File: src/hw/fft8_macros.svh
`ifndef FFT8_MACROS_SVH
`define FFT8_MACROS_SVH

// points per frame, one level of even/odd split
`define FFT8_N 8

// input sample component width
`define FFT8_IN_W 16

// 4-point kernel bins, two bits of growth over the input
`define FFT8_KERN_W 18

// spectrum width after the combine butterflies
`define FFT8_OUT_W 19

// twiddle constant 1/sqrt(2) in Q14
`define FFT8_TW_FRAC 14
`define FFT8_TW_COEF 11585

`endif

File: src/hw/fft8_pkg.sv
`default_nettype none

`include "fft8_macros.svh"

package fft8_pkg;

    // signed components, real and imaginary travel separately
    typedef logic signed [`FFT8_IN_W-1:0]   sample_t;
    typedef logic signed [`FFT8_KERN_W-1:0] kern_t;
    typedef logic signed [`FFT8_OUT_W-1:0]  spec_t;

    // top controller phases
    typedef enum logic [1:0] {
        COLLECT = 2'd0,
        COMBINE = 2'd1,
        PRIME   = 2'd2,
        SEND    = 2'd3
    } fft_state_e;

    // rotation applied to odd bin k before the butterfly
    typedef enum logic [1:0] {
        TW_ONE     = 2'd0,
        TW_DIAG_DN = 2'd1,
        TW_MINUS_J = 2'd2,
        TW_DIAG_UP = 2'd3
    } tw_op_e;

endpackage

`default_nettype wire

File: src/hw/fft4_accum.sv
`timescale 1ns/1ps
`default_nettype none

module fft4_accum
(
    input  wire logic             clk,
    input  wire logic             reset,
    input  wire logic             sample_valid_i,
    input  wire fft8_pkg::sample_t sample_re_i,
    input  wire fft8_pkg::sample_t sample_im_i,
    input  wire logic [1:0]       bin_sel_i,
    output fft8_pkg::kern_t       bin_re_o,
    output fft8_pkg::kern_t       bin_im_o
);

    import fft8_pkg::*;

    // index n of the next sample, modulo 4
    logic [1:0] cnt_q;

    // running bins X[0..3]
    kern_t bin_re_q [4];
    kern_t bin_im_q [4];

    // contribution of the current sample to each bin
    kern_t term_re [4];
    kern_t term_im [4];

    // sample widened to bin width
    kern_t x_re;
    kern_t x_im;

    assign x_re = kern_t'(sample_re_i);
    assign x_im = kern_t'(sample_im_i);

    // W4^(n*k) is one of 1, -j, -1, +j
    always_comb
    begin
        for (int k = 0; k < 4; k++)
        begin
            unique case (2'(cnt_q * k))
                2'd0:
                begin
                    term_re[k] = x_re;
                    term_im[k] = x_im;
                end
                // -j rotation, (a + jb) -> b - ja
                2'd1:
                begin
                    term_re[k] = x_im;
                    term_im[k] = -x_re;
                end
                2'd2:
                begin
                    term_re[k] = -x_re;
                    term_im[k] = -x_im;
                end
                // +j rotation, (a + jb) -> -b + ja
                default:
                begin
                    term_re[k] = -x_im;
                    term_im[k] = x_re;
                end
            endcase
        end
    end

    always_ff @(posedge clk)
    begin
        if (reset)
        begin
            cnt_q <= '0;
        end
        else if (sample_valid_i)
        begin
            cnt_q <= cnt_q + 2'd1;
        end
    end

    // first sample of a frame overwrites, the other three accumulate
    always_ff @(posedge clk)
    begin
        if (sample_valid_i)
        begin
            for (int k = 0; k < 4; k++)
            begin
                if (cnt_q == 2'd0)
                begin
                    bin_re_q[k] <= term_re[k];
                    bin_im_q[k] <= term_im[k];
                end
                else
                begin
                    bin_re_q[k] <= bin_re_q[k] + term_re[k];
                    bin_im_q[k] <= bin_im_q[k] + term_im[k];
                end
            end
        end
    end

    // bin picked by the combine stage
    assign bin_re_o = bin_re_q[bin_sel_i];
    assign bin_im_o = bin_im_q[bin_sel_i];

endmodule

`default_nettype wire

File: src/hw/fft8_core.sv
`timescale 1ns/1ps
`default_nettype none

`include "fft8_macros.svh"

module fft8_core
(
    input  wire logic              clk,
    input  wire logic              reset,
    input  wire logic              in_valid_i,
    input  wire fft8_pkg::sample_t in_re_i,
    input  wire fft8_pkg::sample_t in_im_i,
    input  wire logic              out_ready_i,
    output logic                   in_ready_o,
    output logic                   out_valid_o,
    output fft8_pkg::spec_t        out_re_o,
    output fft8_pkg::spec_t        out_im_o
);

    import fft8_pkg::*;

    localparam logic [2:0] LAST_IDX = 3'(`FFT8_N - 1);

    fft_state_e state_q;
    logic [2:0] in_cnt_q;
    logic [2:0] out_cnt_q;
    logic       frame_full_q;
    logic       start_q;
    logic       out_valid_q;

    logic       in_fire;
    logic       out_fire;
    logic       even_valid;
    logic       odd_valid;
    logic       rd_en;
    logic [2:0] rd_addr;

    // kernel to combine
    kern_t      even_re;
    kern_t      even_im;
    kern_t      odd_re;
    kern_t      odd_im;
    logic [1:0] bin_sel;

    // combine to buffer
    logic       wr_en;
    logic [1:0] wr_addr;
    spec_t      low_re;
    spec_t      low_im;
    spec_t      high_re;
    spec_t      high_im;
    logic       combine_done;

    //////////////////////////////////////////////////
    // handshakes and input steering
    //////////////////////////////////////////////////

    // new samples only while collecting
    assign in_ready_o  = (state_q == COLLECT);
    assign out_valid_o = out_valid_q;
    assign in_fire     = in_valid_i && in_ready_o;
    assign out_fire    = out_valid_q && out_ready_i;

    // even index to the even kernel, odd index to the odd one
    assign even_valid = in_fire && !in_cnt_q[0];
    assign odd_valid  = in_fire && in_cnt_q[0];

    // prime fetches X0, each accepted bin fetches the next
    // no fetch after X7, the buffer just holds
    assign rd_en   = (state_q == PRIME) || (out_fire && (out_cnt_q != LAST_IDX));
    assign rd_addr = (state_q == PRIME) ? 3'd0 : out_cnt_q + 3'd1;

    //////////////////////////////////////////////////
    // phase controller
    //////////////////////////////////////////////////

    always_ff @(posedge clk)
    begin
        if (reset)
        begin
            state_q      <= COLLECT;
            in_cnt_q     <= '0;
            out_cnt_q    <= '0;
            frame_full_q <= 1'b0;
            start_q      <= 1'b0;
            out_valid_q  <= 1'b0;
        end
        else
        begin
            // start goes out one edge after the eighth sample
            frame_full_q <= in_fire && (in_cnt_q == LAST_IDX);
            start_q      <= frame_full_q;

            if (in_fire)
            begin
                in_cnt_q <= in_cnt_q + 3'd1;
            end
            // wraps back to 0 after X7
            if (out_fire)
            begin
                out_cnt_q <= out_cnt_q + 3'd1;
            end

            unique case (state_q)
                COLLECT:
                begin
                    if (in_fire && (in_cnt_q == LAST_IDX))
                    begin
                        state_q <= COMBINE;
                    end
                end
                COMBINE:
                begin
                    if (combine_done)
                    begin
                        state_q <= PRIME;
                    end
                end
                // X0 lands in the read register this cycle
                PRIME:
                begin
                    state_q     <= SEND;
                    out_valid_q <= 1'b1;
                end
                default:
                begin
                    if (out_fire && (out_cnt_q == LAST_IDX))
                    begin
                        state_q     <= COLLECT;
                        out_valid_q <= 1'b0;
                    end
                end
            endcase
        end
    end

    //////////////////////////////////////////////////
    // datapath
    //////////////////////////////////////////////////

    fft4_accum u_even_kernel
    (
        .clk            (clk),
        .reset          (reset),
        .sample_valid_i (even_valid),
        .sample_re_i    (in_re_i),
        .sample_im_i    (in_im_i),
        .bin_sel_i      (bin_sel),
        .bin_re_o       (even_re),
        .bin_im_o       (even_im)
    );

    fft4_accum u_odd_kernel
    (
        .clk            (clk),
        .reset          (reset),
        .sample_valid_i (odd_valid),
        .sample_re_i    (in_re_i),
        .sample_im_i    (in_im_i),
        .bin_sel_i      (bin_sel),
        .bin_re_o       (odd_re),
        .bin_im_o       (odd_im)
    );

    twiddle_combine u_combine
    (
        .clk       (clk),
        .reset     (reset),
        .start_i   (start_q),
        .even_re_i (even_re),
        .even_im_i (even_im),
        .odd_re_i  (odd_re),
        .odd_im_i  (odd_im),
        .bin_sel_o (bin_sel),
        .wr_en_o   (wr_en),
        .wr_addr_o (wr_addr),
        .low_re_o  (low_re),
        .low_im_o  (low_im),
        .high_re_o (high_re),
        .high_im_o (high_im),
        .done_o    (combine_done)
    );

    // read port feeds the output directly
    spectrum_buffer u_buffer
    (
        .clk       (clk),
        .wr_en_i   (wr_en),
        .wr_addr_i (wr_addr),
        .low_re_i  (low_re),
        .low_im_i  (low_im),
        .high_re_i (high_re),
        .high_im_i (high_im),
        .rd_en_i   (rd_en),
        .rd_addr_i (rd_addr),
        .rd_re_o   (out_re_o),
        .rd_im_o   (out_im_o)
    );

endmodule

`default_nettype wire

File: src/hw/spectrum_buffer.sv
`timescale 1ns/1ps
`default_nettype none

module spectrum_buffer
(
    input  wire logic            clk,
    input  wire logic            wr_en_i,
    input  wire logic [1:0]      wr_addr_i,
    input  wire fft8_pkg::spec_t low_re_i,
    input  wire fft8_pkg::spec_t low_im_i,
    input  wire fft8_pkg::spec_t high_re_i,
    input  wire fft8_pkg::spec_t high_im_i,
    input  wire logic            rd_en_i,
    input  wire logic [2:0]      rd_addr_i,
    output fft8_pkg::spec_t      rd_re_o,
    output fft8_pkg::spec_t      rd_im_o
);

    import fft8_pkg::*;

    // bank 0 holds X0..X3, bank 1 holds X4..X7
    spec_t mem_re [2][4];
    spec_t mem_im [2][4];

    // both banks take their half of the butterfly together
    always_ff @(posedge clk)
    begin
        if (wr_en_i)
        begin
            mem_re[0][wr_addr_i] <= low_re_i;
            mem_im[0][wr_addr_i] <= low_im_i;
            mem_re[1][wr_addr_i] <= high_re_i;
            mem_im[1][wr_addr_i] <= high_im_i;
        end
    end

    // registered read, output holds while rd_en_i is low
    always_ff @(posedge clk)
    begin
        if (rd_en_i)
        begin
            rd_re_o <= mem_re[rd_addr_i[2]][rd_addr_i[1:0]];
            rd_im_o <= mem_im[rd_addr_i[2]][rd_addr_i[1:0]];
        end
    end

endmodule

`default_nettype wire

File: src/hw/twiddle_combine.sv
`timescale 1ns/1ps
`default_nettype none

`include "fft8_macros.svh"

module twiddle_combine
(
    input  wire logic            clk,
    input  wire logic            reset,
    input  wire logic            start_i,
    input  wire fft8_pkg::kern_t even_re_i,
    input  wire fft8_pkg::kern_t even_im_i,
    input  wire fft8_pkg::kern_t odd_re_i,
    input  wire fft8_pkg::kern_t odd_im_i,
    output logic [1:0]           bin_sel_o,
    output logic                 wr_en_o,
    output logic [1:0]           wr_addr_o,
    output fft8_pkg::spec_t      low_re_o,
    output fft8_pkg::spec_t      low_im_o,
    output fft8_pkg::spec_t      high_re_o,
    output fft8_pkg::spec_t      high_im_o,
    output logic                 done_o
);

    import fft8_pkg::*;

    // room for a 19 bit operand times the Q14 constant
    localparam int PROD_W = `FFT8_OUT_W + 16;
    localparam logic signed [15:0] TW_C = 16'(`FFT8_TW_COEF);

    //////////////////////////////////////////////////
    // sequencing
    //////////////////////////////////////////////////

    logic       run_q;
    logic [1:0] cnt_q;
    logic       active;
    tw_op_e     op;

    // bin 0 is handled in the start cycle itself
    assign active    = start_i | run_q;
    assign bin_sel_o = cnt_q;

    always_comb
    begin
        unique case (cnt_q)
            2'd0:    op = TW_ONE;
            2'd1:    op = TW_DIAG_DN;
            2'd2:    op = TW_MINUS_J;
            default: op = TW_DIAG_UP;
        endcase
    end

    //////////////////////////////////////////////////
    // twiddle of the odd bin
    //////////////////////////////////////////////////

    spec_t odd_re;
    spec_t odd_im;
    spec_t even_re;
    spec_t even_im;
    spec_t sum_w;
    spec_t diff_w;
    logic signed [PROD_W-1:0] prod_sum;
    logic signed [PROD_W-1:0] prod_diff;
    logic signed [PROD_W-1:0] prod_nsum;
    spec_t tw_re;
    spec_t tw_im;

    assign odd_re  = spec_t'(odd_re_i);
    assign odd_im  = spec_t'(odd_im_i);
    assign even_re = spec_t'(even_re_i);
    assign even_im = spec_t'(even_im_i);

    // (a+b) and (b-a) feed both diagonal rotations
    assign sum_w     = odd_re + odd_im;
    assign diff_w    = odd_im - odd_re;
    assign prod_sum  = sum_w * TW_C;
    assign prod_diff = diff_w * TW_C;
    assign prod_nsum = -prod_sum;

    // bit slice at the fraction point is a floor shift
    always_comb
    begin
        unique case (op)
            TW_ONE:
            begin
                tw_re = odd_re;
                tw_im = odd_im;
            end
            TW_DIAG_DN:
            begin
                tw_re = prod_sum[`FFT8_TW_FRAC +: `FFT8_OUT_W];
                tw_im = prod_diff[`FFT8_TW_FRAC +: `FFT8_OUT_W];
            end
            TW_MINUS_J:
            begin
                tw_re = odd_im;
                tw_im = -odd_re;
            end
            default:
            begin
                tw_re = prod_diff[`FFT8_TW_FRAC +: `FFT8_OUT_W];
                tw_im = prod_nsum[`FFT8_TW_FRAC +: `FFT8_OUT_W];
            end
        endcase
    end

    always_ff @(posedge clk)
    begin
        if (reset)
        begin
            run_q   <= 1'b0;
            cnt_q   <= '0;
            wr_en_o <= 1'b0;
            done_o  <= 1'b0;
        end
        else
        begin
            wr_en_o <= active;
            // done rides along with the bin 3 write
            done_o  <= active && (cnt_q == 2'd3);
            if (active)
            begin
                cnt_q <= cnt_q + 2'd1;
                run_q <= (cnt_q != 2'd3);
            end
        end
    end

    // butterfly pair, X[k] low bank and X[k+4] high bank
    always_ff @(posedge clk)
    begin
        if (active)
        begin
            wr_addr_o <= cnt_q;
            low_re_o  <= even_re + tw_re;
            low_im_o  <= even_im + tw_im;
            high_re_o <= even_re - tw_re;
            high_im_o <= even_im - tw_im;
        end
    end

endmodule

`default_nettype wire

File: config.mk
export PLATFORM = sky130hd
export DESIGN_NAME = fft8_core
export DESIGN_NICKNAME = d
export VERILOG_FILES = /design/src/hw/fft8_pkg.sv /design/src/hw/fft4_accum.sv /design/src/hw/fft8_core.sv /design/src/hw/spectrum_buffer.sv /design/src/hw/twiddle_combine.sv
export VERILOG_INCLUDE_DIRS = /design/src /design/src/hw
export SDC_FILE = /design/constraint.sdc
export NUM_CORES = 2
export LEC_CHECK = 0
export BUFFER_PORTS_ARGS = -buffer_cell sky130_fd_sc_hd__clkbuf_2
export CAP_MARGIN = 0
export CORE_MARGIN = 1
export CORE_UTILIZATION = 60
export CTS_CLUSTER_SIZE = 10
export DETAILED_ROUTE_END_ITERATION = 7
export GPL_TIMING_DRIVEN = 0
export PLACE_DENSITY = 0.74
export SKIP_LAST_GASP = 1
export SYNTH_ARGS = -nofsm -noshare
export SYNTH_HDL_FRONTEND = slang
export SYNTH_HIERARCHICAL = 1
export SYNTH_SLANG_ARGS = --single-unit
File: constraint.sdc
create_clock -name clk -period 36.7 [get_ports clk]
set_input_delay 1.835 -clock clk [delete_from_list [all_inputs] [get_ports clk]]
set_output_delay 1.835 -clock clk [all_outputs]
set_load 0.01 [all_outputs]
### Word-level counts from Yosys, hierarchy flattened

Memories as Yosys holds them, arrays and structs flattened. A register that Yosys moved wholly into a read port is not among the register bits.
Index checks and enable logic that the tools add are counted.

* bits of input ports: 36
* RAM bits: 592
* register bits: 136
* output and inout port bits: 40
* memories kept: 6
* word-level logic and storage cells: 197

Memories
* u_buffer.mem_im: words 2, bits a word 76, read ports 1, clocked after Yosys merged registers in 0, write ports 2, line spectrum_buffer.sv:23 `spec_t mem_im [2][4];`
* u_buffer.mem_re: words 2, bits a word 76, read ports 1, clocked after Yosys merged registers in 0, write ports 2, line spectrum_buffer.sv:22 `spec_t mem_re [2][4];`
* u_even_kernel.bin_im_q: words 4, bits a word 18, read ports 5, clocked after Yosys merged registers in 1, write ports 4, line fft4_accum.sv:23 `kern_t bin_im_q [4];`
* u_even_kernel.bin_re_q: words 4, bits a word 18, read ports 5, clocked after Yosys merged registers in 1, write ports 4, line fft4_accum.sv:22 `kern_t bin_re_q [4];`
* u_odd_kernel.bin_im_q: words 4, bits a word 18, read ports 5, clocked after Yosys merged registers in 1, write ports 4, line fft4_accum.sv:23
* u_odd_kernel.bin_re_q: words 4, bits a word 18, read ports 5, clocked after Yosys merged registers in 1, write ports 4, line fft4_accum.sv:22

* muxes and demuxes: 68
* reductions and logical operators: 25
* bitwise gates (word level): 20
* magnitude comparators: 3
* multipliers: 4
* add/sub/neg operators: 31
* equal/unequal tests: 21

Operator list (number)
* case mux 18 bit (3 select lines): 8
* 2-to-1 mux 18 bit: 16
* adder 18 bit: 12
* case mux 18 bit (2 select lines): 4
* case mux 19 bit (3 select lines): 2
* 2-to-1 mux 19 bit: 5
* binary-select mux 19 bit (select 2 bit): 2
* 2-to-1 mux 76 bit: 1
* adder 18 x 16 -> 18 bit: 4
* multiplier 19 x 15 -> 33 bit, second input constant: 2
* adder 18 x 19 -> 19 bit: 2
* demux 19 bit (select 2 bit): 1
* subtractor 18 x 19 -> 19 bit: 2
* negation 16 -> 18 bit: 2
* negation 33 bit: 1
* 2-to-1 mux 2 bit: 11
* adder 18 x 18 -> 19 bit: 1
* negation 18 -> 19 bit: 1
* subtractor 18 x 18 -> 19 bit: 1
* logical NOT 2 bit: 9
* OR 1 bit: 17
* == test 2 bit, second input constant: 8
* == test 2 x 1 -> 1 bit, second input constant: 7
* 2-to-1 mux 1 bit: 14
* 22 further kinds: 39

### Longest topological paths before layout

* depth after elaboration: 6
* mapped depth: 48
* mapped depth without buffers: 46

### By module

Netlist, hierarchy kept.

Modules (own cells, without submodules)
* twiddle_combine: area each 18176.2 sq um, cells an instance 1993, times used 1, sequential area each 2382.3 sq um
* fft4_accum (u_even_kernel): area each 16514.6 sq um, cells an instance 1894, times used 1, sequential area each 4364.2 sq um
* fft4_accum (u_odd_kernel): area each 16276.9 sq um, cells an instance 1897, times used 1, sequential area each 4364.2 sq um
* spectrum_buffer: area each 12564.6 sq um, cells an instance 482, times used 1, sequential area each 10269.8 sq um
* fft8_core: area each 576.8 sq um, cells an instance 66, times used 1, sequential area each 220.2 sq um

### Worst setup path before layout

Ideal clock, no wire load.

* kind: reg2reg
* start: reg u_combine.cnt_q[0], in the netlist u_combine/bin_sel_o[0]
* end: reg u_combine.low_im_o[18], data pin
* setup time: 0.271 ns
* buffers on the path: 2
* stages on the path, launching flop included: 44
* required time: 36.429 ns
* arrival: 11.351 ns
* path slack: 25.078 ns
* period minus slack after synthesis: 11.622 ns
* cells stage by stage: dfxtp_1 clkbuf_1 clkbuf_1 mux4_2 inv_1 ha_1 nor2b_1 o21ai_0 a21boi_0 o21ai_0 a21boi_0 o21ai_0 nand2_1 a21o_1 a21oi_1 xnor2_1 ha_1 fa_1 [8 not listed] a21oi_1 a21oi_1 o21bai_1 xnor2_1 or2_2 a32oi_1 ha_1 inv_1 nor2_1 a2111o_1 a31oi_1 a211oi_1 a41o_1 o41a_1 nand3_1 nor2_1 a2111oi_0 nand4_1

* longest elaborated chain between the ends: 5
* elaborated cells on any way between the ends: 9
* classes of those cells: 1 x add/sub; 4 x eq/ne; 2 x mux; 2 x reduce/logical

Ends and longest elaborated chain
* start: declaration: line twiddle_combine.sv:36 `logic [1:0] cnt_q;`
* start signal: assignment: line twiddle_combine.sv:125 `cnt_q <= cnt_q + 2'd1;`
* == test 2 bit, or another cell as far along: line twiddle_combine.sv:46 `unique case (cnt_q)`
* case mux 2 bit (3 select lines) (*): line twiddle_combine.sv:46
* == test 2 bit, or another cell as far along: line twiddle_combine.sv:85 `unique case (op)`
* case mux 19 bit (3 select lines) (*): line twiddle_combine.sv:85
* adder 18 x 19 -> 19 bit (*): line twiddle_combine.sv:138 `low_im_o <= even_im + tw_im;`
* end signal: assignment: line twiddle_combine.sv:138
* end: declaration: line twiddle_combine.sv:19 `output fft8_pkg::spec_t low_im_o,`

Mark *: on every way between the ends. The rest lies on a longest branch, timed or not.
A chain may end at the register's enable or synchronous reset.

### Worst setup path in the final report

Ends and elaborated chain as after synthesis.

==> out/metrics.csv <==
metric;value;unit
grt_pass1_vias;51700;
grt_overflow;0;
clkSinkCount;726;
grt_first_pass_wirelength;329000;µm
insertion_delay;0.69;ns
fin_crit;15.49;ns
syn_area;64100;µm²
yosysTopAreaCell;edfxtp_1;
async_flop_share;0;%
synth_edf_count;706;
worstMarginPinSlew;1.40;ns
area.growth.synth_to_final;8.11;%
drc;31;
finalSetupTns;0;ns
vias;54100;
r2r_start;u_combine/bin_sel_o[0];
violations;DRC;
maxSlewViolCount;0;
std_cell_rows;119;
path_clk_slew;0.06;ns
ys_types;116;
ctsHoldBuffers;0;
cts_root_buf;clkbuf_16;
grtUsageTotal;41.1;%
cts_buffers;87;
port_buffers;75;
gp_congestion;1.05;
crit_start;u_combine/bin_sel_o[0];
ys_top_cells_by_area;edfxtp_1, ha_1, mux4_2;
hp-class;register to register;
hold-path-endpoint;start_q;
start_kind;register;
yosys_warnings;6;
core_area;106000;µm²
cts_max_level;3;
rrSetupSlack;21.21;ns
cp-end-kind;register;
worstHoldStart;frame_full_q;
synth_cells;6332;
ant_nets;0;
drt-initial-drc-count;6925;
die_w;329;µm
grt_max_degree;73;
cts_max_path_buffers;3;
wl;227000;µm
layout-drive-gt1-share;8.83;%
syn-num-nets;7215;
holdPathStages;1;
initial_core_util;60.7;%
crit_path_max_incr_delay;1.00;ns
yosysSeqAreaShare;33.7;%
fmax;64.5;MHz
synth-main-ff-cell;edfxtp_1;
ys_seq_elements;726;
rsz0062_at_grt;no;
crit_path_top_delay_cell;a2111oi_0;
hold_viol_final;0;
dieArea;108000;µm²
path_common_cell;ha_1;
final_area;69300;µm²
ioPinCount;76;
ctsResizeCount;0;
hpwl;175000;µm
cp_max_fo;10;
antenna_found_initial;10;
avgSynthCellArea;10.1;µm²
crit_type;register to register;
viasPerCell;6.79;
worstPathRequired;37.04;ns
reg2reg_to;u_combine/low_im_o[18];
post_dp_cell_area;66600;µm²
slew_headroom;6.64;%
postCtsSetupBuffers;0;
min_period_over_period;42.2;%
layout.nets;7397;
skew;0.0582;ns
wl_per_cell;28.5;µm
status;finished with violations;
arrival;15.84;ns
cts_tree;yes;
die_h;329;µm
first_pass_iters;8;
drv_cap;0;
setup_viol;0;
rr_worst_depth;43;
synth_top_area_share;33.1;%
worst max-delay path: cells and delay by family (launching register included):
family	cells	cell delay (ns)
flip-flops	1	0.45
buffers and inverters	5	2.29
XOR/XNOR	2	1.02
multiplexers	1	0.80
AO/OA/AOI/OAI	20	5.95
adder cells (fa/ha/maj)	9	3.56
AND/OR/NAND/NOR	6	1.05
metrics by stage:
| stage | instances | setup WS, ns | util (%) | hold slack (ns) |
|---|---|---|---|---|
| after floorplan | 6332 | 25.08 | - | 0.414 |
| after global placement | 7798 | 21.85 | 62.7 | 0.420 |
| after detailed placement | 7816 | 21.58 | 63.1 | 0.428 |
| after CTS | 7963 | 21.46 | 65.6 | 0.444 |
| after global routing | 7963 | 20.47 | 65.6 | 0.457 |
| final | 7965 | 21.21 | 65.7 | 0.441 |
cell usage in the layout (no fill, tap or decap), drive strengths merged, types with 56 or more instances in the layout:
cell,instances
edfxtp,706
o21bai,61
nor2b,59
o21ai,311
a21oi,577
nand3,97
inv,420
mux2,84
mux4,148
a211oi,63
clkbuf,437
ha,686
nand2,489
xor2,162
fa,161
nand2b,68
mux2i,56
nor3,133
xnor2,316
buf,98
nor2,395
a21o,157
cells by family after synthesis:
kind of cell	share of synthesized area (%)
xor+xnor	6.70
mux	7.55
fa+ha+maj	18.4
simple gates	11.9
flops	33.7
compound gates	17.3
buf+inv	4.52
state kept, by name, indices dropped and copies added, names as in the netlist, 72 cells and up:
| register | flops |
|---|---|
| u_buffer/mem_im | 152 |
| u_odd_kernel/bin_re_q | 72 |
| u_even_kernel/bin_re_q | 72 |
| u_buffer/mem_re | 152 |
| u_even_kernel/bin_im_q | 72 |
| u_odd_kernel/bin_im_q | 72 |
how the worst max path moves through the flow:
stage / endpoint / slack, ns / cells after the start
2_1_floorplan: u_combine/low_im_o[18] / 25.08 / 43
3_5_place_dp: u_combine/low_im_o[18] / 21.58 / 43
4_1_cts: u_combine/low_im_o[18] / 21.46 / 43
5_1_grt: u_combine/high_im_o[18] / 20.47 / 43
3_3_place_gp: u_combine/low_im_o[18] / 21.85 / 43
6_report: u_combine/low_im_o[18] / 21.21 / 43
cells in the mapped netlist, drive strengths merged (16+ instances only):
library cell,count
edfxtp,706
a221oi,25
a21oi,577
a31oi,50
mux2,84
nor2,395
o31ai,38
o21ai,311
ha,686
a2111oi,22
nand2b,68
nand2,489
a32oi,23
a211oi,63
xnor2,316
inv,420
a22oi,26
and2,30
nand4,25
fa,161
xor2,162
o21bai,61
dfxtp,20
o211ai,28
mux2i,56
and3,43
a211o,23
or2,29
nor4,30
nor3b,27
a222oi,37
o21a,54
o22ai,46
nand3,97
a221o,16
nor2b,59
nor3,133
a21o,157
clkbuf,234
mux4,148
buf,80
or3,48
routing by layer:
layer | vias up | global-route usage (%) | part of all wire (%) | wire length (µm)
li1 | 23900 | - | - | -
met1 | 26300 | 54.0 | 39 | 88500
met2 | 3293 | 63.6 | 44 | 101000
met3 | 565 | 9.49 | 11 | 25100
met4 | 6 | 21.2 | 5.8 | 13200
met5 | - | 0 | 0.021 | 48
layout make-up:
class | count | area, µm²
Inverter | 424 | 1590
Antenna cell | 2 | 5.00
Multi-Input combinational cell | 4868 | 39600
Clock inverter | 19 | 343
Buffer | 314 | 1320
Timing Repair Buffer | 93 | 718
Fill cell | 8307 | 36300
Clock buffer | 128 | 2340
Sequential cell | 726 | 21600
Tap cell | 1391 | 1740
Power is left out: the tool's default activity adds up to more than one toggle a clock period on the data nets, which glitch-free logic cannot reach.
